### config.mk
export PLATFORM = sky130hd
export DESIGN_NAME = rob_commit_flat
export DESIGN_NICKNAME = d
export VERILOG_FILES = /design/src/rob_pkg.sv /design/src/rob_if.sv /design/src/rob_commit.sv /design/src/flat_wrapper.sv
export SDC_FILE = /design/constraint.sdc
export NUM_CORES = 1
export LEC_CHECK = 0
export BUFFER_PORTS_ARGS = -buffer_cell sky130_fd_sc_hd__buf_2
export CORE_AREA = 2 2 97 99
export CTS_CLUSTER_SIZE = 12
export DETAILED_ROUTE_END_ITERATION = 8
export DIE_AREA = 0 0 99 101
export GPL_TIMING_DRIVEN = 0
export PLACE_DENSITY_LB_ADDON = 0.1
export SYNTH_ARGS = -nofsm -noshare
export SYNTH_HDL_FRONTEND = slang
export SYNTH_SLANG_ARGS = --single-unit
### constraint.sdc
create_clock -name clk -period 1.7 [get_ports clk]
set_input_delay 0.34 -clock clk [delete_from_list [all_inputs] [get_ports clk]]
set_output_delay 0.34 -clock clk [all_outputs]
set_load 0.01 [all_outputs]
### src/rob_pkg.sv
package rob_pkg;

    ////////////////////////////////////////////////////////////
    // buffer geometry
    ////////////////////////////////////////////////////////////

    // 64 entries, 6 bit id
    localparam int ROB_DEPTH = 64;
    localparam int ROB_IDX_W = 6;
    // dispatch, writeback and commit all two wide
    localparam int DISP_W    = 2;
    // two source operands per dispatch slot
    localparam int SRC_N     = 2 * DISP_W;
    // flip tables: sources, tails, own write ids
    localparam int FLIP_RD_N = SRC_N + 2 * DISP_W;
    // data table: sources plus the two tails
    localparam int DATA_RD_N = SRC_N + DISP_W;

    // field widths
    localparam int AREG_W = 5;
    localparam int WORD_W = 32;
    localparam int OCC_W  = ROB_IDX_W + 1;

    typedef logic [ROB_IDX_W-1:0] rob_id_t;
    typedef logic [AREG_W-1:0]    areg_t;
    typedef logic [WORD_W-1:0]    word_t;
    typedef logic [OCC_W-1:0]     occ_t;

    ////////////////////////////////////////////////////////////
    // entry layouts
    ////////////////////////////////////////////////////////////

    // info entry | areg | pc | w_reg |
    localparam int INFO_W        = AREG_W + WORD_W + 1;
    localparam int INFO_AREG_LSB = WORD_W + 1;
    localparam int INFO_PC_LSB   = 1;
    localparam int INFO_WREG_BIT = 0;
    // data entry | data | exc |
    localparam int DATA_W        = WORD_W + 1;
    localparam int DATA_WORD_LSB = 1;
    localparam int DATA_EXC_BIT  = 0;

endpackage

### src/rob_if.sv
////////////////////////////////////////////////////////////
// allocation and retirement bookkeeping
////////////////////////////////////////////////////////////

interface rob_alloc_if
    import rob_pkg::*;
();

    // from the allocator
    logic    [DISP_W-1:0] alloc_we;
    rob_id_t [DISP_W-1:0] alloc_id;
    occ_t                 occupancy;
    // from the commit side
    logic    [DISP_W-1:0] retire;
    // oldest and second oldest
    rob_id_t [DISP_W-1:0] tail_id;

    modport alloc (
        output alloc_we, alloc_id, occupancy,
        input  retire
    );

    modport tracker (
        input alloc_we, alloc_id, tail_id
    );

    modport commit (
        input  occupancy,
        output retire, tail_id
    );

endinterface


### src/rob_commit.sv
module rob_commit
    import rob_pkg::*;
(
    input  logic                          clk,
    input  logic                          arst_n_i,
    input  logic                          flush_i,
    rob_alloc_if.commit                   al_i,
    input  logic [DISP_W-1:0]             tail_complete_i,
    input  logic [DISP_W-1:0][INFO_W-1:0] info_rdata_i,
    input  logic [DISP_W-1:0][DATA_W-1:0] data_rdata_i,
    output logic [DISP_W-1:0]             commit_valid_o,
    output areg_t [DISP_W-1:0]            commit_areg_o,
    output word_t [DISP_W-1:0]            commit_data_o,
    output logic [DISP_W-1:0]             commit_w_reg_o,
    output logic [DISP_W-1:0]             commit_exc_o
);

    // oldest live entry
    rob_id_t tail_q;
    rob_id_t ret_cnt;

    ////////////////////////////////////////////////////////////
    // in-order selection
    ////////////////////////////////////////////////////////////

    assign al_i.tail_id[0] = tail_q;
    assign al_i.tail_id[1] = tail_q + rob_id_t'(1);

    // slot 1 never passes an incomplete slot 0
    assign commit_valid_o[0] = (al_i.occupancy >= occ_t'(1)) && tail_complete_i[0];
    assign commit_valid_o[1] = commit_valid_o[0] && (al_i.occupancy >= occ_t'(2))
                               && tail_complete_i[1];

    // architectural side always takes what is offered
    assign al_i.retire = commit_valid_o;
    assign ret_cnt     = rob_id_t'(commit_valid_o[0]) + rob_id_t'(commit_valid_o[1]);

    // unpack tail entries
    for (genvar d = 0; d < DISP_W; d++) begin : g_out
        assign commit_areg_o[d]  = info_rdata_i[d][INFO_AREG_LSB +: AREG_W];
        assign commit_w_reg_o[d] = info_rdata_i[d][INFO_WREG_BIT];
        assign commit_data_o[d]  = data_rdata_i[d][DATA_WORD_LSB +: WORD_W];
        // exception only reported, no recovery here
        assign commit_exc_o[d]   = data_rdata_i[d][DATA_EXC_BIT];
    end

    ////////////////////////////////////////////////////////////
    // tail pointer
    ////////////////////////////////////////////////////////////

    always_ff @(posedge clk or negedge arst_n_i) begin
        if (!arst_n_i) begin
            tail_q <= '0;
        end else if (flush_i) begin
            tail_q <= '0;
        end else begin
            tail_q <= tail_q + ret_cnt;
        end
    end

endmodule

### src/flat_wrapper.sv
// flat-port wrapper written by rule: the top's interface ports become plain ports
module rob_commit_flat import rob_pkg::*;
  (clk, arst_n_i, flush_i, tail_complete_i, info_rdata_i, data_rdata_i, commit_valid_o, commit_areg_o, commit_data_o, commit_w_reg_o, commit_exc_o, al_i_occupancy, al_i_retire, al_i_tail_id);
  rob_alloc_if al_i_i ();
  input  logic clk;
  input  logic arst_n_i;
  input  logic flush_i;
  input  logic [DISP_W-1:0] tail_complete_i;
  input  logic [DISP_W-1:0][INFO_W-1:0] info_rdata_i;
  input  logic [DISP_W-1:0][DATA_W-1:0] data_rdata_i;
  output logic [DISP_W-1:0] commit_valid_o;
  output areg_t [DISP_W-1:0] commit_areg_o;
  output word_t [DISP_W-1:0] commit_data_o;
  output logic [DISP_W-1:0] commit_w_reg_o;
  output logic [DISP_W-1:0] commit_exc_o;
  input wire logic [$bits(al_i_i.occupancy)-1:0] al_i_occupancy;
  output wire logic [$bits(al_i_i.retire)-1:0] al_i_retire;
  output wire logic [$bits(al_i_i.tail_id)-1:0] al_i_tail_id;
  assign al_i_i.occupancy = al_i_occupancy;
  assign al_i_retire = al_i_i.retire;
  assign al_i_tail_id = al_i_i.tail_id;
  rob_commit u_core (.clk(clk), .arst_n_i(arst_n_i), .flush_i(flush_i), .al_i(al_i_i), .tail_complete_i(tail_complete_i), .info_rdata_i(info_rdata_i), .data_rdata_i(data_rdata_i), .commit_valid_o(commit_valid_o), .commit_areg_o(commit_areg_o), .commit_data_o(commit_data_o), .commit_w_reg_o(commit_w_reg_o), .commit_exc_o(commit_exc_o));
endmodule
==> flow_summary.toml, run 1 <==
[min_path]
hp-class = "input port to flop"
whs_path_depth = 2

[synth]
synth_nets = 280
synth_seq_cells = 6
ys_warn_count = 0
syn_area_per_cell_um2 = 8.26
syn_inst = 121
yosysSeqAreaShare_pct = 15.0
netlist_area_um2 = 1000
synth_cell_type_count = 17

[power]
swShare_pct = 30.9
combPwrFrac_pct = 52.0
power_density_mw_per_mm2 = 445
p_leak_nw = 1.04
max-vdd-ir-drop_uv = 194
p_int_w = 0.000557
pwr-share-clk_pct = 26.5
p_switching_w = 0.000249
seqPwrFrac_pct = 21.5

[critical_path]
max_stage_delay_ns = 0.35
cp.required_ns = 1.81
crit_buf_inv = 1
critPathSlowestCell = "fa_2"
critPathTopFamily = "adder cells"
worst-endpoint-arrival_ns = 2.04
critPathMostFrequentCell = "ha_4"
endpoint_kind = "flop"
worstPathMaxFanout = 3
critical_path_class = "input port to flop"
cp_num_cells = 10
startpoint_type = "input port"
cp_cell_sequence = "buf_6, nor4_4, nand2_1, o21a_2, ha_4, ha_4, fa_2, nand3_2, xor2_1, nor2_1"
r2r.worst_path.cells = 5
regToRegSetupSlack_ns = 0.30

[layout]
drive_gt1_share_pct = 87.0
final_common_cell = "buf_2"
final_nets = 392
mostFrequentLayoutCells = "buf_2, buf_4, dfrtp_1"
reg_top3 = "u_core.tail_q (6)"
largest_reg_flops = 6
top_register = "u_core.tail_q"
num_antenna_cells = 0
synthToLayoutAreaGrowth_pct = 81.2

[run]
maxCapViolations = 0

[clock_network]
h-tree-depth = 1
clock_sinks = 6
cts_buffer_depth = 2
cts_made_buffers = 3
clk_latency_ns = 0.22
root_buffer = "clkbuf_8"
clk_pin_slew_ns = 0.04
cts_tree = "done"

[drt]
wl_per_cell_um = 8.24
dr_total_vias = 1072
drc = 0
first_iter_violations = 6
viasPerCell = 3.13
drt_wl_total_um = 2820
ant_nets = 0
drt_first_pass_iters = 4

[die]
fp.dieH_um = 101
fp.dieW_um = 99
core_mm2 = 0.00898
io_pins = 248
die_area_mm2 = 0.0100
start_util_pct = 11.1
rows = 35

[sta]
min_period_over_period_pct = 113
fmax_mhz = 519
fin_ws_ns = -0.228
finalSetupViolCount = 5
slew_headroom_pct = 80.6
rsz0062_at_grt = "true"
holdWs_ns = 0.361
worstMarginPinSlew_ns = 0.291
finalSetupTns_ns = -0.896
hold_viol = 0
slew_violations = 0
fin_crit_ns = 1.93
skew_ns = 0.00137

[status]
violations = "negative setup slack"
status = "complete, but fails checks"

[global_route]
grt_max_degree = 9
grt_pass1_wl_um = 3590
antenna_found_initial = 0
grt-ovfl-total = 0
track_usage_pct = 4.55
grt_pass1_vias = 837

[placed_design]
numPortBuffers = 105
pre_cts_slack_ns = -0.527
dp_hpwl_um = 2570
gp_congestion = 0.657
repair_timing:
action / CTS / global route
endpoints found under the setup margin: 7 / 7
hold endpoints to repair: 6 / 0
setup buffers: 1 / 0
gates cloned: 0 / 0
pin swaps: 4 / 3
resized for setup: 4 / 1
hold buffers: 1 / 0
cell type report:
class	instances	area, um^2
Clock buffer	3	41.3
Timing Repair Buffer	107	556
Sequential cell	6	151
Inverter	2	7.51
Fill cell	1012	7170
Tap cell	111	139
Buffer	81	608
Multi-Input combinational cell	32	309
worst reg2reg max path: stages, from the launching register on:
cell	delay (ns)
dfrtp_1	0.45
ha_4	0.20
fa_2	0.35
nand3_2	0.08
xor2_1	0.15
nor2_1	0.05
path summary, 6_finish.rpt:
| check | start | end |
|---|---|---|
| max in group asynchronous | arst_n_i | u_core.tail_q[1]$_DFF_PN0_ |
| setup reg to reg | u_core.tail_q[0]$_DFF_PN0_ | u_core.tail_q[4]$_DFF_PN0_ |
| min in group asynchronous | arst_n_i | u_core.tail_q[4]$_DFF_PN0_ |
| hold / removal | flush_i | u_core.tail_q[5]$_DFF_PN0_ |
| setup / recovery | al_i_occupancy[2] | u_core.tail_q[4]$_DFF_PN0_ |
| hold reg to reg | u_core.tail_q[5]$_DFF_PN0_ | u_core.tail_q[5]$_DFF_PN0_ |
metal layers:
layer  wire (um)  GRT usage, %  vias to the layer above
li1            -             -                      522
met1         758          4.05                      448
met2        1530          8.89                      100
met3         508          2.57                        2
met4          17         0.948                        0
met5           0             0                        -
synth_stat cells:
library cell / count / area [um^2]
o21a_1: 1 / 7.51
o21ai_0: 2 / 10.0
buf_4: 81 / 608
inv_1: 2 / 7.51
nor2b_1: 2 / 12.5
fa_1: 1 / 20.0
nand3_1: 4 / 20.0
or3_1: 2 / 12.5
ha_1: 4 / 50.1
nand2_1: 1 / 3.75
a21oi_1: 3 / 15.0
dfrtp_1: 6 / 150
xnor2_1: 3 / 26.3
nor4_1: 1 / 6.26
xor2_1: 3 / 26.3
and3_1: 2 / 12.5
nor2_1: 3 / 11.3
power groups by stage:
| stage | Sequential, W | Clock, W | Combinational (W) |
|---|---|---|---|
| after CTS | 0.000173 | 0.000224 | 0.000429 |
| after global placement | 0.000174 | 0 | 0.000419 |
| final | 0.000173 | 0.000214 | 0.000419 |
| after global routing | 0.000175 | 0.000233 | 0.000458 |
| after floorplan | 0.000175 | 0 | 0.000266 |
| after detailed placement | 0.000174 | 0 | 0.000418 |
kinds of logic after synthesis:
| family | after synthesis | synth area share [%] |
|---|---|---|
| buffers and inverters | 83 | 61.6 |
| AO/OA/AOI/OAI | 6 | 3.25 |
| flip-flops | 6 | 15.0 |
| adder cells (fa/ha/maj) | 5 | 7.01 |
| AND/OR/NAND/NOR | 15 | 7.88 |
| XOR/XNOR | 6 | 5.26 |
metrics by stage:
step | util [%] | std cells | instance area (um^2) | power, W
2_1_floorplan | - | 121 | 1060 | 0.000441
3_3_place_gp | 19.3 | 337 | 1730 | 0.000593
3_5_place_dp | 19.3 | 337 | 1730 | 0.000593
4_1_cts | 20.1 | 342 | 1810 | 0.000826
5_1_grt | 20.2 | 342 | 1810 | 0.000867
6_report | 20.2 | 342 | 1810 | 0.000807
No activity file was read; power rests on OpenSTA's default activity.
==> run 2, diff against run 1 <==
--- a/config.mk
+++ b/config.mk
@@ -7,6 +7,7 @@
 export LEC_CHECK = 0
 export BUFFER_PORTS_ARGS = -buffer_cell sky130_fd_sc_hd__buf_2
 export CORE_AREA = 2 2 97 99
+export CTS_BUF_LIST = sky130_fd_sc_hd__clkbuf_2
 export CTS_CLUSTER_SIZE = 12
 export DETAILED_ROUTE_END_ITERATION = 8
 export DIE_AREA = 0 0 99 101
==> constraint.sdc (replaced) <==
create_clock -name clk -period 1.7 [get_ports clk]
set_input_delay 0.17 -clock clk [delete_from_list [all_inputs] [get_ports clk]]
set_output_delay 0.17 -clock clk [all_outputs]
set_load 0.01 [all_outputs]
==> flow_summary.toml, run 2 (same netlist as run 1, synthesis figures left out) <==
[layout]
final_cell_count_no_fill = 342
reg_top3 = "u_core.tail_q (6)"
final_common_cell = "buf_2"
drive_gt1_share_pct = 86.1
largest_reg_flops = 6
synthToLayoutAreaGrowth_pct = 78.0
multi_input_area_um2 = 304
register_area_um2 = 150
num_antenna_cells = 0
design_area_mm2 = 0.00178
mostFrequentLayoutCells = "buf_2, buf_4, dfrtp_1"
final_nets = 392
top_register = "u_core.tail_q"
fillCellCount = 1016

[global_route]
use_met1_pct = 4.13
grt_pass1_wl_um = 3610
antenna_found_initial = 0
track_usage_pct = 4.59
grt_pass1_vias = 843
met2_usage_pct = 8.78
grt-busiest-layer = "met2"
grt_max_degree = 9
grtUsageMet3_pct = 2.57
grt-ovfl-total = 0

[sta]
min_period_over_period_pct = 102
worstMarginPinSlew_ns = 0.278
skew_ns = 0.00230
fin_ws_ns = -0.0415
slew_violations = 0
fmax_mhz = 574
finalSetupViolCount = 1
rsz0062_at_grt = "true"
hold_viol = 0
fin_crit_ns = 1.74
slew_headroom_pct = 81.4

[critical_path]
cp.required_ns = 1.82
startpoint_type = "input port"
endpoint_kind = "flop"
worstPathMaxFanout = 3
regToRegSetupSlack_ns = 0.30
worst-endpoint-arrival_ns = 1.87
worstSetupEndpoint = "u_core.tail_q[4]$_DFF_PN0_"
timing.rr.end = "u_core.tail_q[4]$_DFF_PN0_"
r2r_start = "u_core.tail_q[0]$_DFF_PN0_"
critical_path_class = "input port to flop"
startpoint = "al_i_occupancy[2]"
r2r.worst_path.cells = 5

[clock_network]
clk_latency_ns = 0.23
cts_made_buffers = 3
cts_buffer_depth = 2
clk_pin_slew_ns = 0.07
root_buffer = "clkbuf_2"
clock_sinks = 6
h-tree-depth = 1
cts_tree = "done"

[drt]
drt_first_pass_iters = 2
ant_nets = 0
drt_wl_total_um = 2800
wl_per_cell_um = 8.18
drc = 0
first_iter_violations = 2
viasPerCell = 3.15
dr_total_vias = 1076

[placed_design]
gp_congestion = 0.657
placed_cell_area_mm2 = 0.00173
numPortBuffers = 105
dp_hpwl_um = 2570
placed_cells = 337

[die]
io_pins = 248
fp.dieH_um = 101
fp.dieW_um = 99
rows = 35
core_mm2 = 0.00898
start_util_pct = 11.1
die_area_mm2 = 0.0100

[power]
swShare_pct = 35.1
max-vdd-ir-drop_uv = 83.3
p_switching_w = 0.000244
power_density_mw_per_mm2 = 391
pwr-share-clk_pct = 15.2
combPwrFrac_pct = 60.3
p_int_w = 0.000451
seqPwrFrac_pct = 24.5
p_leak_nw = 1.03

[min_path]
min-delay-start = "flush_i"
hp-class = "input port to flop"

[status]
status = "complete, but fails checks"
violations = "negative setup slack"

[run]
maxCapViolations = 0
-- run 2: cell count changes in the layout (fill, tap and decap cells not counted) --
cell | before | now
dfrtp_1 | 5 | 6
and3_4 | 2 | 1
clkbuf_8 | 3 | 0
dfrtp_2 | 1 | 0
and3_1 | 0 | 1
clkbuf_2 | 0 | 3
-- run 2: power groups by stage --
stage	registers [W]	clock network (W)	logic [W]
after CTS	0.000172	0.000109	0.000429
after global routing	0.000173	0.000128	0.000458
after floorplan	0.000175	0	0.000266
after global placement	0.000174	0	0.000419
after detailed placement	0.000174	0	0.000418
final	0.000171	0.000106	0.000419
-- run 2: worst min-delay path by stage --
stage	end	slack (ns)	cells past startpoint
after floorplan	u_core.tail_q[0]$_DFF_PN0_	-0.13	0
after global placement	u_core.tail_q[4]$_DFF_PN0_	0.01	1
after detailed placement	u_core.tail_q[2]$_DFF_PN0_	0.01	1
after CTS	u_core.tail_q[0]$_DFF_PN0_	0.18	2
after global routing	u_core.tail_q[0]$_DFF_PN0_	0.14	2
final	u_core.tail_q[5]$_DFF_PN0_	0.18	2
-- run 2: repair_timing --
action / CTS / global route
endpoints found under the hold margin: 6 / 0
gates resized for setup: 3 / 0
cloned: 0 / 0
pin swaps: 4 / 3
endpoints found under the setup margin: 3 / 5
buffers inserted: 1 / 0
hold buffers: 1 / 0
-- run 2: layout make-up --
| class | instances | share of cell area (%) |
|---|---|---|
| Buffer | 81 | 34.2 |
| Clock buffer | 3 | 0.844 |
| Multi-Input combinational cell | 32 | 17.1 |
| Sequential cell | 6 | 8.44 |
| Timing Repair Buffer | 107 | 31.2 |
| Inverter | 2 | 0.422 |
| Tap cell | 111 | 7.81 |
-- run 2: routing by layer --
metal / wire, um / vias to the layer above
met2: 1530 / 100
met1: 736 / 447
met3: 505 / 5
met4: 21 / 0
met5: 0 / -
li1: - / 524
-- run 2: critical path: stages --
cell and delay, ns:
buf_6 0.09, nor4_4 0.24, nand2_1 0.10, o21a_2 0.25, ha_4 0.22, ha_4 0.16
fa_2 0.36, nand3_2 0.07, xor2_1 0.15, nor2_1 0.05
-- run 2: per-stage QoR --
| step | worst slack, ns | power, W | TNS (ns) | utilization, % | hold slack (ns) |
|---|---|---|---|---|---|
| global placement | -0.380 | 0.000593 | -1.34 | 19.3 | 0.0114 |
| CTS | -0.0718 | 0.000709 | -0.108 | 19.8 | 0.183 |
| global route | -0.0811 | 0.000759 | -0.255 | 19.8 | 0.143 |
| detailed placement | -0.357 | 0.000593 | -1.32 | 19.3 | 0.0149 |
| finish | -0.0415 | 0.000695 | -0.0415 | 19.8 | 0.176 |
| floorplan | -0.165 | 0.000441 | -0.382 | - | -0.126 |
