`src/rob_pkg.sv`:
```
package rob_pkg;

    ////////////////////////////////////////////////////////////
    // buffer geometry
    ////////////////////////////////////////////////////////////

    // 64 entries, 6 bit id
    localparam int ROB_DEPTH = 64;
    localparam int ROB_IDX_W = 6;
    // dispatch, writeback and commit all two wide
    localparam int DISP_W    = 2;
    // two source operands per dispatch slot
    localparam int SRC_N     = 2 * DISP_W;
    // flip tables: sources, tails, own write ids
    localparam int FLIP_RD_N = SRC_N + 2 * DISP_W;
    // data table: sources plus the two tails
    localparam int DATA_RD_N = SRC_N + DISP_W;

    // field widths
    localparam int AREG_W = 5;
    localparam int WORD_W = 32;
    localparam int OCC_W  = ROB_IDX_W + 1;

    typedef logic [ROB_IDX_W-1:0] rob_id_t;
    typedef logic [AREG_W-1:0]    areg_t;
    typedef logic [WORD_W-1:0]    word_t;
    typedef logic [OCC_W-1:0]     occ_t;

    ////////////////////////////////////////////////////////////
    // entry layouts
    ////////////////////////////////////////////////////////////

    // info entry | areg | pc | w_reg |
    localparam int INFO_W        = AREG_W + WORD_W + 1;
    localparam int INFO_AREG_LSB = WORD_W + 1;
    localparam int INFO_PC_LSB   = 1;
    localparam int INFO_WREG_BIT = 0;
    // data entry | data | exc |
    localparam int DATA_W        = WORD_W + 1;
    localparam int DATA_WORD_LSB = 1;
    localparam int DATA_EXC_BIT  = 0;

endpackage

```
`src/multiport_regfile.sv`:
```
module multiport_regfile
    import rob_pkg::*;
#(
    parameter int DATA_WIDTH = 1,
    parameter int R_PORTS    = 1,
    parameter int W_PORTS    = 1
) (
    input  logic                                clk,
    input  logic                                arst_n_i,
    input  logic                                clr_i,
    input  rob_id_t [R_PORTS-1:0]               raddr_i,
    output logic    [R_PORTS-1:0][DATA_WIDTH-1:0] rdata_o,
    input  rob_id_t [W_PORTS-1:0]               waddr_i,
    input  logic    [W_PORTS-1:0]               we_i,
    input  logic    [W_PORTS-1:0][DATA_WIDTH-1:0] wdata_i
);

    // one row per rob entry
    logic [DATA_WIDTH-1:0] mem_q [ROB_DEPTH];

    ////////////////////////////////////////////////////////////
    // write side
    ////////////////////////////////////////////////////////////

    always_ff @(posedge clk or negedge arst_n_i) begin
        if (!arst_n_i) begin
            for (int e = 0; e < ROB_DEPTH; e++) begin
                mem_q[e] <= '0;
            end
        end else if (clr_i) begin
            // sync clear beats any write in the same cycle
            for (int e = 0; e < ROB_DEPTH; e++) begin
                mem_q[e] <= '0;
            end
        end else begin
            // later port overrides on address collision
            for (int w = 0; w < W_PORTS; w++) begin
                if (we_i[w]) begin
                    mem_q[waddr_i[w]] <= wdata_i[w];
                end
            end
        end
    end

    ////////////////////////////////////////////////////////////
    // read side
    ////////////////////////////////////////////////////////////

    // plain mux per port, no write bypass
    for (genvar r = 0; r < R_PORTS; r++) begin : g_rd
        assign rdata_o[r] = mem_q[raddr_i[r]];
    end

endmodule

```
`config.mk`:
```
export PLATFORM = sky130hd
export DESIGN_NAME = multiport_regfile
export DESIGN_NICKNAME = d
export VERILOG_FILES = /design/src/rob_pkg.sv /design/src/multiport_regfile.sv
export SDC_FILE = /design/constraint.sdc
export NUM_CORES = 1
export LEC_CHECK = 0
export BUFFER_PORTS_ARGS = -buffer_cell sky130_fd_sc_hd__buf_2
export CAP_MARGIN = 0
export CORE_ASPECT_RATIO = 0.8
export CORE_MARGIN = 1.5
export CORE_UTILIZATION = 45
export DETAILED_ROUTE_END_ITERATION = 6
export MAX_ROUTING_LAYER = met4
export PLACE_DENSITY = 0.66
export SKIP_LAST_GASP = 1
export SYNTH_ARGS = -nofsm -noshare
export SYNTH_HDL_FRONTEND = slang
export SYNTH_SLANG_ARGS = --single-unit
```
`constraint.sdc`:
```
create_clock -name clk -period 2.1 [get_ports clk]
set_clock_uncertainty 0.2 [all_clocks]
set_input_delay 0.42 -clock clk [delete_from_list [all_inputs] [get_ports clk]]
set_output_delay 0.42 -clock clk [all_outputs]
set_load 0.02 [all_outputs]
```
==> run_results.csv, run 1 <==
group,metric,value,unit
outcome,outcome,"finished with violations",
outcome,violations,"negative setup slack",
synthesis,synth-compound-area-share,0.103,
synthesis,ys_seq_area_frac,0.437,
placed_design,dp_hpwl,7090,um
detailed_routing,viasPerCell,5.67,
global_route,overflow,0,
synthesis,synthCells,407,
die,core-area,7910,um2
synthesis,synthesis.area,3670,um2
placed_design,dpl_cell_area,4080,um2
synthesis,synth_adder_area_share,0,
layout,multi_input_area,1890,um2
clock_network,clock_sinks,64,
sta,fin_crit_sh,1.31,
power,leakage,0.00196,uW
sta,fmaxAchievable,362,MHz
layout,areaGrowthSynthToFinish,16.3,%
worst_hold_path,hold_path_class,"in2reg",
die,fp.dieH,83.7,um
synthesis,async_flop_share,1.00,
layout,fin_area,4260,um2
clock_network,root_buffer,"clkbuf_8",
synthesis,synthMuxAreaShare,0.179,
critical_path,cp-start-kind,"register",
synthesis,synth-simple-area-share,0.234,
synthesis,synth_flop_cell,"dfrtp_1",
synthesis,synth_top_area_cell,"dfrtp_1",
sta,setup_viol,1,
die,rows,29,
power,power_density,585,nW/um2
global_route,grt_pass1_wl,16400,um
synthesis,synth_cell_types,38,
power,power,2500,uW
sta,rsz0062_at_grt,"yes",
synthesis,synth_top_family_by_area,"simple AND/OR/NAND/NOR gates",
synthesis,avgSynthCellArea,9.01,um2
die,io_pins,18,
global_route,track_usage,0.251,
global_route,antenna_found_initial,0,
detailed_routing,firstDrtPassIters,4,
synthesis,synth_xor_area_frac,0,
critical_path,cp.required,1480,ps
synthesis,synth_top_area_share,0.437,
layout,reg_top3,"mem_q (64)",
layout,nets,451,
synthesis,syn_nets,424,
detailed_routing,drc_errors,0,
sta,min_period,2760,ps
layout,drive_gt1_frac,0.194,
critical_path,worstPathArrival,2140,ps
synthesis,synth_area_leaders,"dfrtp_1 44%, mux2i_1 10%, nand2_1 7.1%",
detailed_routing,wl_per_cell,18.0,um
global_route,grt_start_max_net_pins,65,
critical_path,slowest_delay,490,ps
critical_path,worstPathCellList,"mux4_2 > o2111ai_1 > nand3_1 > a211oi_2 > a211oi_4 > buf_2",
sta,hold_violations,0,
critical_path,cp-end-kind,"output pin",
placed_design,dp_slack,-524,ps
die,start_util,0.463,
clock_network,clkTransAtPathRegs,70,ps
layout,seq_area,1600,um2
synthesis,netlist_top_cells_count,"69 x nand2_1, 64 x dfrtp_1, 60 x nor2_1, 37 x mux2i_1, 32 x a21oi_1",
layout,top_register,"mem_q",
global_route,grt_pass1_vias,3048,
synthesis,synth-seq-cells,64,
critical_path,crit_path_max_fanout,2,
power,ir_drop,0.000373,V
detailed_routing,ant_nets,0,
clock_network,numCtsBuffers,9,
detailed_routing,wl,9810,um
clock_network,cts_tree,"yes",
placed_design,numPortBuffers,17,
sta,worst_pin_slew,536,ps
die,die_area,8700,um2
clock_network,h-tree-depth,3,
synthesis,yosysWarnings,0,
clock_network,insertion_delay,340,ps
critical_path,crit_type,"reg2out",
sta,slew_headroom,0.642,
die,chipWidth,104,um
clock_network,cts.path.max_buffers,2,
layout,layout.core_utilization,0.539,
synthesis,yosysMostFrequentCell,"nand2_1",
layout,largest_reg_flops,64,
flow_run,max_cap_viol_count,0,
layout,antennaDiodeCount,0,
layout,fill_cells,743,
sta,layout_setup_ws,-661,ps
detailed_routing,initialDrtViolationCount,274,
detailed_routing,vias,3098,
critical_path,cp_slowest_cell,"mux4_2",
synthesis,synth-edff-count,0,
placed_design,gp_congestion,0.827,
sta,final_max_slew_viol_count,0,
==> per-stage QoR <==
| step | hold WS (ps) | TNS, ps | std cells |
|---|---|---|---|
| floorplan | -75.6 | -77.0 | 407 |
| global placement | 160 | -452 | 530 |
| detailed placement | 164 | -524 | 530 |
| CTS | 285 | -676 | 546 |
| global route | 308 | -744 | 546 |
| finish | 294 | -661 | 546 |
==> cell families (layout without fill, tap and decap cells) <==
kind of cell	Yosys count	in the layout
simple gates	186	186
buf+inv	41	72
mux	50	50
flops	64	64
compound gates	66	66
==> power by group <==
part	total, uW	internal, uW	switching [uW]	leakage, uW
clock	960	482	478	0.0000882
sequential	1240	1240	3.56	0.000894
combinational	295	109	185	0.000982
total	2500	1830	667	0.00196
==> metal layers <==
| layer | global-route usage | part of all wire |
|---|---|---|
| met4 | 0.0644 | 0.013 |
| met2 | 0.353 | 0.43 |
| met1 | 0.370 | 0.50 |
| met5 | - | 0 |
| met3 | 0.0523 | 0.058 |
==> layout make-up <==
class | instances | area share
multi-input combinational | 302 | 0.444
sequential | 64 | 0.376
timing repair buffer | 53 | 0.104
clock buffer | 12 | 0.0364
tap | 108 | 0.0317
clock inverter | 3 | 0.00411
inverter | 4 | 0.00352
==> critical path, delay by kind of cell, from the launching register on <==
kind | cells | cell delay [ps]
AOI/OAI and AO/OA | 3 | 600
muxes | 1 | 490
DFF | 1 | 420
buffers and inverters | 1 | 170
and+or+nand+nor | 1 | 120
==> placed cells by master (no fill, tap or decap), types with 2 or more instances in the layout <==
cell type	instances
nor2b_1	3
nand3_1	11
and2_1	4
buf_12	7
a22oi_1	2
nand4_1	10
nand2_1	69
clkbuf_8	11
nor3_1	3
a21oi_1	32
buf_2	17
nor4_1	3
inv_1	4
nor2_1	60
clkinv_2	2
o21ai_0	24
and3_1	3
and2_0	3
nand2b_1	2
mux2i_1	37
mux4_2	12
nor3b_1	3
nand4b_1	6
dfrtp_1	64
buf_4	28
and3b_1	2
==> path summary, 6_finish.rpt <==
kind / from / endpoint / slack (ps) / cells after the start
min in group asynchronous: arst_n_i / mem_q[50] / 310 / 2
max in group asynchronous: arst_n_i / mem_q[16] / 800 / 3
hold / removal: wdata_i / mem_q[59] / 290 / 3
setup reg to reg: mem_q[33] / mem_q[33] / 1140 / 2
setup / recovery: mem_q[8] / rdata_o / -660 / 6
hold reg to reg: mem_q[48] / mem_q[48] / 330 / 2
==> repair_timing <==
item / CTS / global route
setup buffers: 0 / 0
hold buffers: 1 / 0
pin swaps: 0 / 0
endpoints found under the setup margin: 1 / 1
gates cloned: 0 / 0
gates resized for setup: 0 / 0
hold endpoints to repair: 13 / 0
Note: power is estimated with default switching activity, not from simulation.
==> run 2: changes to the inputs <==
- PLACE_DENSITY: 0.66 -> 0.64
- clock period: 2.1 -> 2.6 ns (I/O delays scaled with it)
==> run 2 against run 1 <==
  * The flow still finishes with violations (negative setup slack)
  * Count of clock-buffer cells in the layout is 3 lower
  * Worst setup slack better by 540 ps
  * Wire length is 0.82% higher
  * Register-to-register slack better by 520 ps
  * Largest power group unchanged
==> run_results.csv, run 2 (synthesis gave the netlist of run 1 again) <==
group,metric,value,unit
outcome,outcome,"finished with violations",
outcome,violations,"negative setup slack",
clock_network,numCtsBuffers,9,
sta,worst_pin_slew,559,ps
detailed_routing,drc_errors,0,
sta,final_max_slew_viol_count,0,
detailed_routing,viasPerCell,5.88,
critical_path,worstPathCellList,"buf_4 > buf_6 > buf_12 > nor2b_1 > a2111oi_0 > nor4_1 > a211oi_2 > a211oi_2 > buf_4",
clock_network,root_buffer,"clkbuf_8",
sta,slew_headroom,0.627,
layout,fill_cells,764,
clock_network,insertion_delay,350,ps
sta,setup_viol,1,
layout,areaGrowthSynthToFinish,13.8,%
sta,fmaxAchievable,367,MHz
critical_path,slowest_delay,410,ps
critical_path,cp-start-kind,"primary input",
critical_path,critical-path-top-delay-family,"compound AO/OA/AOI/OAI gates",
clock_network,cts_tree,"yes",
critical_path,cp.required,1880,ps
layout,final_common_cell,"nand2_1",
die,start_util,0.463,
layout,seq_area,1600,um2
placed_design,gp_congestion,0.855,
detailed_routing,wl,9890,um
power,power_density,503,nW/um2
critical_path,r2r-end,"mem_q[0]",
global_route,antenna_found_initial,0,
layout,drive_gt1_frac,0.176,
die,fp.dieH,83.7,um
layout,top_register,"mem_q",
die,chipWidth,104,um
layout,reg_top3,"mem_q (64)",
critical_path,cp.buffers_inverters,4,
layout,nets,438,
detailed_routing,firstDrtPassIters,5,
critical_path,crit_type,"in2out",
clock_network,h-tree-depth,3,
critical_path,rr_startpoint,"mem_q[0]",
power,ir_drop,0.000266,V
critical_path,cp-end-kind,"output pin",
global_route,grt_start_max_net_pins,65,
detailed_routing,vias,3138,
critical_path,cp_slowest_cell,"a2111oi_0",
die,die_area,8700,um2
power,leakage,0.00190,uW
global_route,overflow,0,
worst_hold_path,hold_path.startpoint,"mem_q[49]",
clock_network,cts.path.max_buffers,2,
layout,mostFrequentLayoutCells,"69 x nand2_1, 64 x dfrtp_1, 60 x nor2_1",
die,rows,29,
clock_network,clock_sinks,64,
clock_network,post_cts_buffers,0,
clock_network,clkTransAtPathRegs,80,ps
worst_hold_path,hold_path_class,"reg2reg",
global_route,track_usage,0.251,
sta,fin_crit_sh,1.05,
sta,hold_violations,0,
critical_path,reg2reg_depth,2,
global_route,grt_pass1_wl,16200,um
layout,layout.core_utilization,0.527,
detailed_routing,ant_nets,0,
layout,largest_reg_flops,64,
detailed_routing,initialDrtViolationCount,325,
sta,min_period,2720,ps
sta,layout_setup_ws,-122,ps
flow_run,max_cap_viol_count,0,
sta,rsz0062_at_grt,"yes",
critical_path,worstPathArrival,2000,ps
critical_path,rrSetupSlack,1660,ps
die,core-area,7910,um2
worst_hold_path,holdPathEnd,"mem_q[49]",
placed_design,numPortBuffers,17,
die,io_pins,18,
worst_hold_path,whs_path_depth,2,
global_route,grt_pass1_vias,2965,
detailed_routing,wl_per_cell,18.5,um
placed_design,dp_hpwl,6620,um
layout,multi_input_area,1890,um2
power,power,2100,uW
critical_path,crit_path_max_fanout,9,
layout,antennaDiodeCount,0,
==> run 2: cell types whose count changed in the layout (fill, tap and decap cells not counted), sizes merged <==
cell	change
buf	-13
bufinv	+1
clkbuf	-3
clkinv	+2
clkinvlp	+1
==> run 2: what timing repair did <==
item | 4_1_cts | 5_1_grt
endpoints found under the setup margin | 1 | 1
cloned | 0 | 0
pin swaps | 4 | 0
hold buffers | 1 | 0
hold endpoints to repair | 22 | 0
resized for setup | 5 | 0
==> run 2: worst max path at each step <==
stage | start | endpoint | slack (ps) | cells after the start
3_3_place_gp | raddr_i[0] | rdata_o | -210 | 7
3_5_place_dp | raddr_i[0] | rdata_o | -180 | 7
5_1_grt | mem_q[8] | rdata_o | -220 | 6
6_report | raddr_i[0] | rdata_o | -120 | 9
4_1_cts | mem_q[8] | rdata_o | -140 | 6
2_1_floorplan | raddr_i[2] | rdata_o | 100 | 6
==> run 2: through the flow <==
step / setup TNS [ps] / instances / setup WS (ps) / hold slack, ps / instance area [um2]
finish: -122 / 534 / -122 / 334 / 4170
global route: -217 / 534 / -217 / 360 / 4170
CTS: -141 / 534 / -141 / 333 / 4170
detailed placement: -181 / 517 / -181 / 315 / 3950
global placement: -213 / 517 / -213 / 301 / 3950
floorplan: 0 / 407 / 97.2 / 24.4 / 3670
==> run 2: layout make-up <==
cell class | instances | share of cell area
clock inverter | 7 | 0.0174
clock buffer | 9 | 0.0297
timing repair buffer | 40 | 0.0795
tap | 108 | 0.0324
multi-input combinational | 302 | 0.454
sequential | 64 | 0.384
inverter | 4 | 0.00360
==> run 2: routing by layer <==
layer,vias up,wire length (um),track usage
li1,1443,-,-
met2,105,4330,0.352
met1,1580,4800,0.361
met3,10,649,0.0671
met5,-,0,-
met4,0,106,0.0619
==> run 2: power breakdown <==
| group | internal, uW | total (uW) | switching, uW |
|---|---|---|---|
| combinational | 74.8 | 225 | 150 |
| sequential | 998 | 1000 | 2.59 |
| clock | 442 | 870 | 429 |
| total | 1510 | 2100 | 581 |
==> run 2: worst reg2reg max path: cells and delay by family (launching register included) <==
family	cells	cell delay, ps
AOI/OAI and AO/OA	2	210
DFF	1	400
==> run 3: changes to the inputs <==
- ABC_AREA: unset -> 1
- CELL_PAD_IN_SITES_DETAIL_PLACEMENT: unset -> 1
- CELL_PAD_IN_SITES_GLOBAL_PLACEMENT: unset -> 1
- CTS_BUF_LIST: unset -> sky130_fd_sc_hd__clkbuf_4 sky130_fd_sc_hd__clkbuf_8
- PLACE_DENSITY: 0.64 -> 0.82
==> run 3 against run 2 <==
  * Fmax rose by 13%
  * Sequential share of layout area rose by 0.88 points
  * Clock power barely moved
  * Sequential power barely moved
  * Critical endpoint unchanged
  * Worst hold slack improved by 47 ps
  * Power rose by 1.6%
  * Die area rose by 1.6%
  * Count of clock-buffer cells in the layout did not move
  * Highest routed layer unchanged
  * First-iteration DRC count fell by 46%
  * The run now ends clean
  * Largest power group unchanged
  * Via count rose by 16%
==> run_results.csv, run 3 <==
group,metric,value,unit
power,p_int,1520,uW
sta,setup_viol,0,
detailed_routing,vias,3644,
die,die_area,8840,um2
synthesis,synth_flop_cell,"dfrtp_1",
synthesis,synth-edff-count,0,
synthesis,yosysWarnings,0,
worst_hold_path,hold_path_class,"reg2reg",
critical_path,rrSetupSlack,1580,ps
synthesis,netlist_top_cells_count,"201 x nand2_1, 64 x dfrtp_1, 60 x nand3_1, 59 x inv_1, 32 x o21ai_0",
layout,final_cells,643,
power,clockPowerShare,0.409,
power,seq_power_share,0.476,
die,io_pins,18,
critical_path,reg2reg_depth,2,
synthesis,synth-seq-cells,64,
sta,layout_setup_ws,192,ps
layout,largest_reg_flops,64,
placed_design,numPortBuffers,17,
layout,mostFrequentLayoutCells,"201 x nand2_1, 64 x dfrtp_1, 60 x nand3_1",
layout,antennaDiodeCount,0,
die,chipWidth,105,um
sta,final_max_slew_viol_count,0,
synthesis,synthCells,527,
layout,reg_top3,"mem_q (64)",
synthesis,synth_area_leaders,"dfrtp_1 43%, nand2_1 20%, nand3_1 8.1%",
placed_design,dp_hpwl,7340,um
critical_path,worstPathArrival,1690,ps
clock_network,cts.path.max_buffers,2,
detailed_routing,wl,11300,um
global_route,grt_pass1_wl,18900,um
synthesis,synthesis.area,3730,um2
outcome,outcome,"complete, no violations",
detailed_routing,viasPerCell,5.67,
power,p_sw_frac,0.289,
critical_path,crit_path_max_fanout,32,
global_route,antenna_found_initial,0,
worst_hold_path,hold_path.startpoint,"mem_q[3]",
clock_network,post_cts_buffers,0,
synthesis,syn_nets,544,
critical_path,slowest_delay,250,ps
die,fp.dieH,84.4,um
critical_path,cp-end-kind,"output pin",
global_route,track_usage,0.278,
clock_network,clock_sinks,64,
sta,fin_crit_sh,0.926,
flow_run,max_cap_viol_count,0,
die,core-area,7980,um2
layout,nets,547,
sta,rsz0062_at_grt,"no",
die,rows,29,
critical_path,cp_slowest_cell,"buf_6",
critical_path,cp.buffers_inverters,3,
synthesis,ys_seq_area_frac,0.430,
placed_design,gp_congestion,0.816,
sta,slew_headroom,0.244,
sta,hold_violations,0,
synthesis,synth_top_area_share,0.430,
detailed_routing,ant_nets,0,
critical_path,cp.required,1880,ps
power,pwr-share-comb,0.115,
die,start_util,0.467,
power,leakage,0.00232,uW
synthesis,avgSynthCellArea,7.07,um2
global_route,grt_start_max_net_pins,65,
synthesis,synth_cell_types,20,
power,ir_drop,0.000328,V
clock_network,numCtsBuffers,9,
detailed_routing,initialDrtViolationCount,177,
layout,top_register,"mem_q",
layout,areaGrowthSynthToFinish,9.44,%
layout,drive_gt1_frac,0.0916,
critical_path,rr_startpoint,"mem_q[25]",
synthesis,yosysMostFrequentCell,"nand2_1",
synthesis,synth_top_area_cell,"dfrtp_1",
clock_network,clkTransAtPathRegs,70,ps
clock_network,root_buffer,"clkbuf_8",
sta,fmaxAchievable,415,MHz
layout,final_common_cell,"nand2_1",
global_route,overflow,0,
clock_network,h-tree-depth,3,
global_route,grt_pass1_vias,3702,
sta,worst_pin_slew,1130,ps
critical_path,r2r-end,"mem_q[25]",
clock_network,cts_tree,"yes",
critical_path,worstPathCellList,"buf_2 > buf_6 > nand2_1 > nand3_1 > nand3_1 > nand2_1 > nand2_1 > nand3_1 > nand3_1 > nand2_1 > buf_2",
detailed_routing,wl_per_cell,17.5,um
clock_network,insertion_delay,350,ps
power,power,2130,uW
critical_path,crit_type,"in2out",
synthesis,async_flop_share,1.00,
detailed_routing,drc_errors,0,
critical_path,cp-start-kind,"primary input",
worst_hold_path,holdPathEnd,"mem_q[3]",
power,power_density,522,nW/um2
worst_hold_path,whs_path_depth,4,
critical_path,critical-path-top-delay-family,"simple AND/OR/NAND/NOR gates",
placed_design,placed_cells,625,
placed_design,dp_slack,113,ps
sta,min_period,2410,ps
sta,finalSetupTns,0,ps
detailed_routing,firstDrtPassIters,4,
layout,fill_cells,1049,
power,p_switching,615,uW
==> run 3: cell types whose count changed after synthesis, sizes merged, moves of 26 or more <==
cell,previous run,this run
nand3,11,60
inv,4,61
a31oi,0,28
a21oi,32,0
nor2,61,1
a22oi,2,28
mux2i,37,0
nand2,69,201
==> run 3: cells by family after synthesis <==
kind of cell    after synthesis  synth area share
simple gates                270             0.298
flops                        64             0.430
buf+inv                     101             0.121
compound gates               92             0.152
==> run 3: cell type report <==
class                           count  area (um2)  share of cell area
Tap cell                          108         135              0.0331
Sequential cell                    64        1600               0.393
Clock buffer                        9         124              0.0304
Timing Repair Buffer               27         221              0.0543
Inverter                           66         249              0.0611
Multi-Input combinational cell    362        1670               0.411
Clock inverter                      7        72.6              0.0178
==> run 3: per-stage QoR <==
step,utilization,hold slack (ps),cell area [um2]
finish,0.511,382,4080
global placement,0.481,355,3840
CTS,0.507,390,4050
floorplan,-,24.4,3730
detailed placement,0.481,362,3840
global route,0.511,437,4080
==> run 3: worst max path at each step <==
stage	start	end	slack (ps)	cells past startpoint
global route	raddr_i[0]	rdata_o	20	11
floorplan	raddr_i[0]	rdata_o	380	10
detailed placement	raddr_i[0]	rdata_o	110	11
global placement	raddr_i[0]	rdata_o	160	11
CTS	raddr_i[0]	rdata_o	110	11
finish	raddr_i[0]	rdata_o	190	11
==> run 3: layer usage <==
layer | up-vias | global-route usage | part of all wire
met4 | 0 | 0.0772 | 0.012
li1 | 1716 | - | -
met3 | 18 | 0.0466 | 0.044
met2 | 87 | 0.439 | 0.48
met1 | 1823 | 0.371 | 0.47
met5 | - | - | 0
==> run 3: timing repair <==
action,CTS,global route
endpoints found under the setup margin,0,1
hold buffers,1,0
resized for setup,0,2
hold endpoints to repair,23,0
==> run 3: tightest hold or removal path: stages (launching register included) <==
cell	delay, ps
dfrtp_1	350
nand2_1	60
nand2_1	50
o21ai_1	50
inv_1	40
==> run 3: power groups by stage <==
stage          Clock (uW)  Sequential [uW]  Combinational, uW
2_1_floorplan           0             1030                147
3_3_place_gp            0             1030                232
3_5_place_dp            0             1030                237
4_1_cts               883             1010                239
5_1_grt               918             1020                271
6_report              871             1010                245
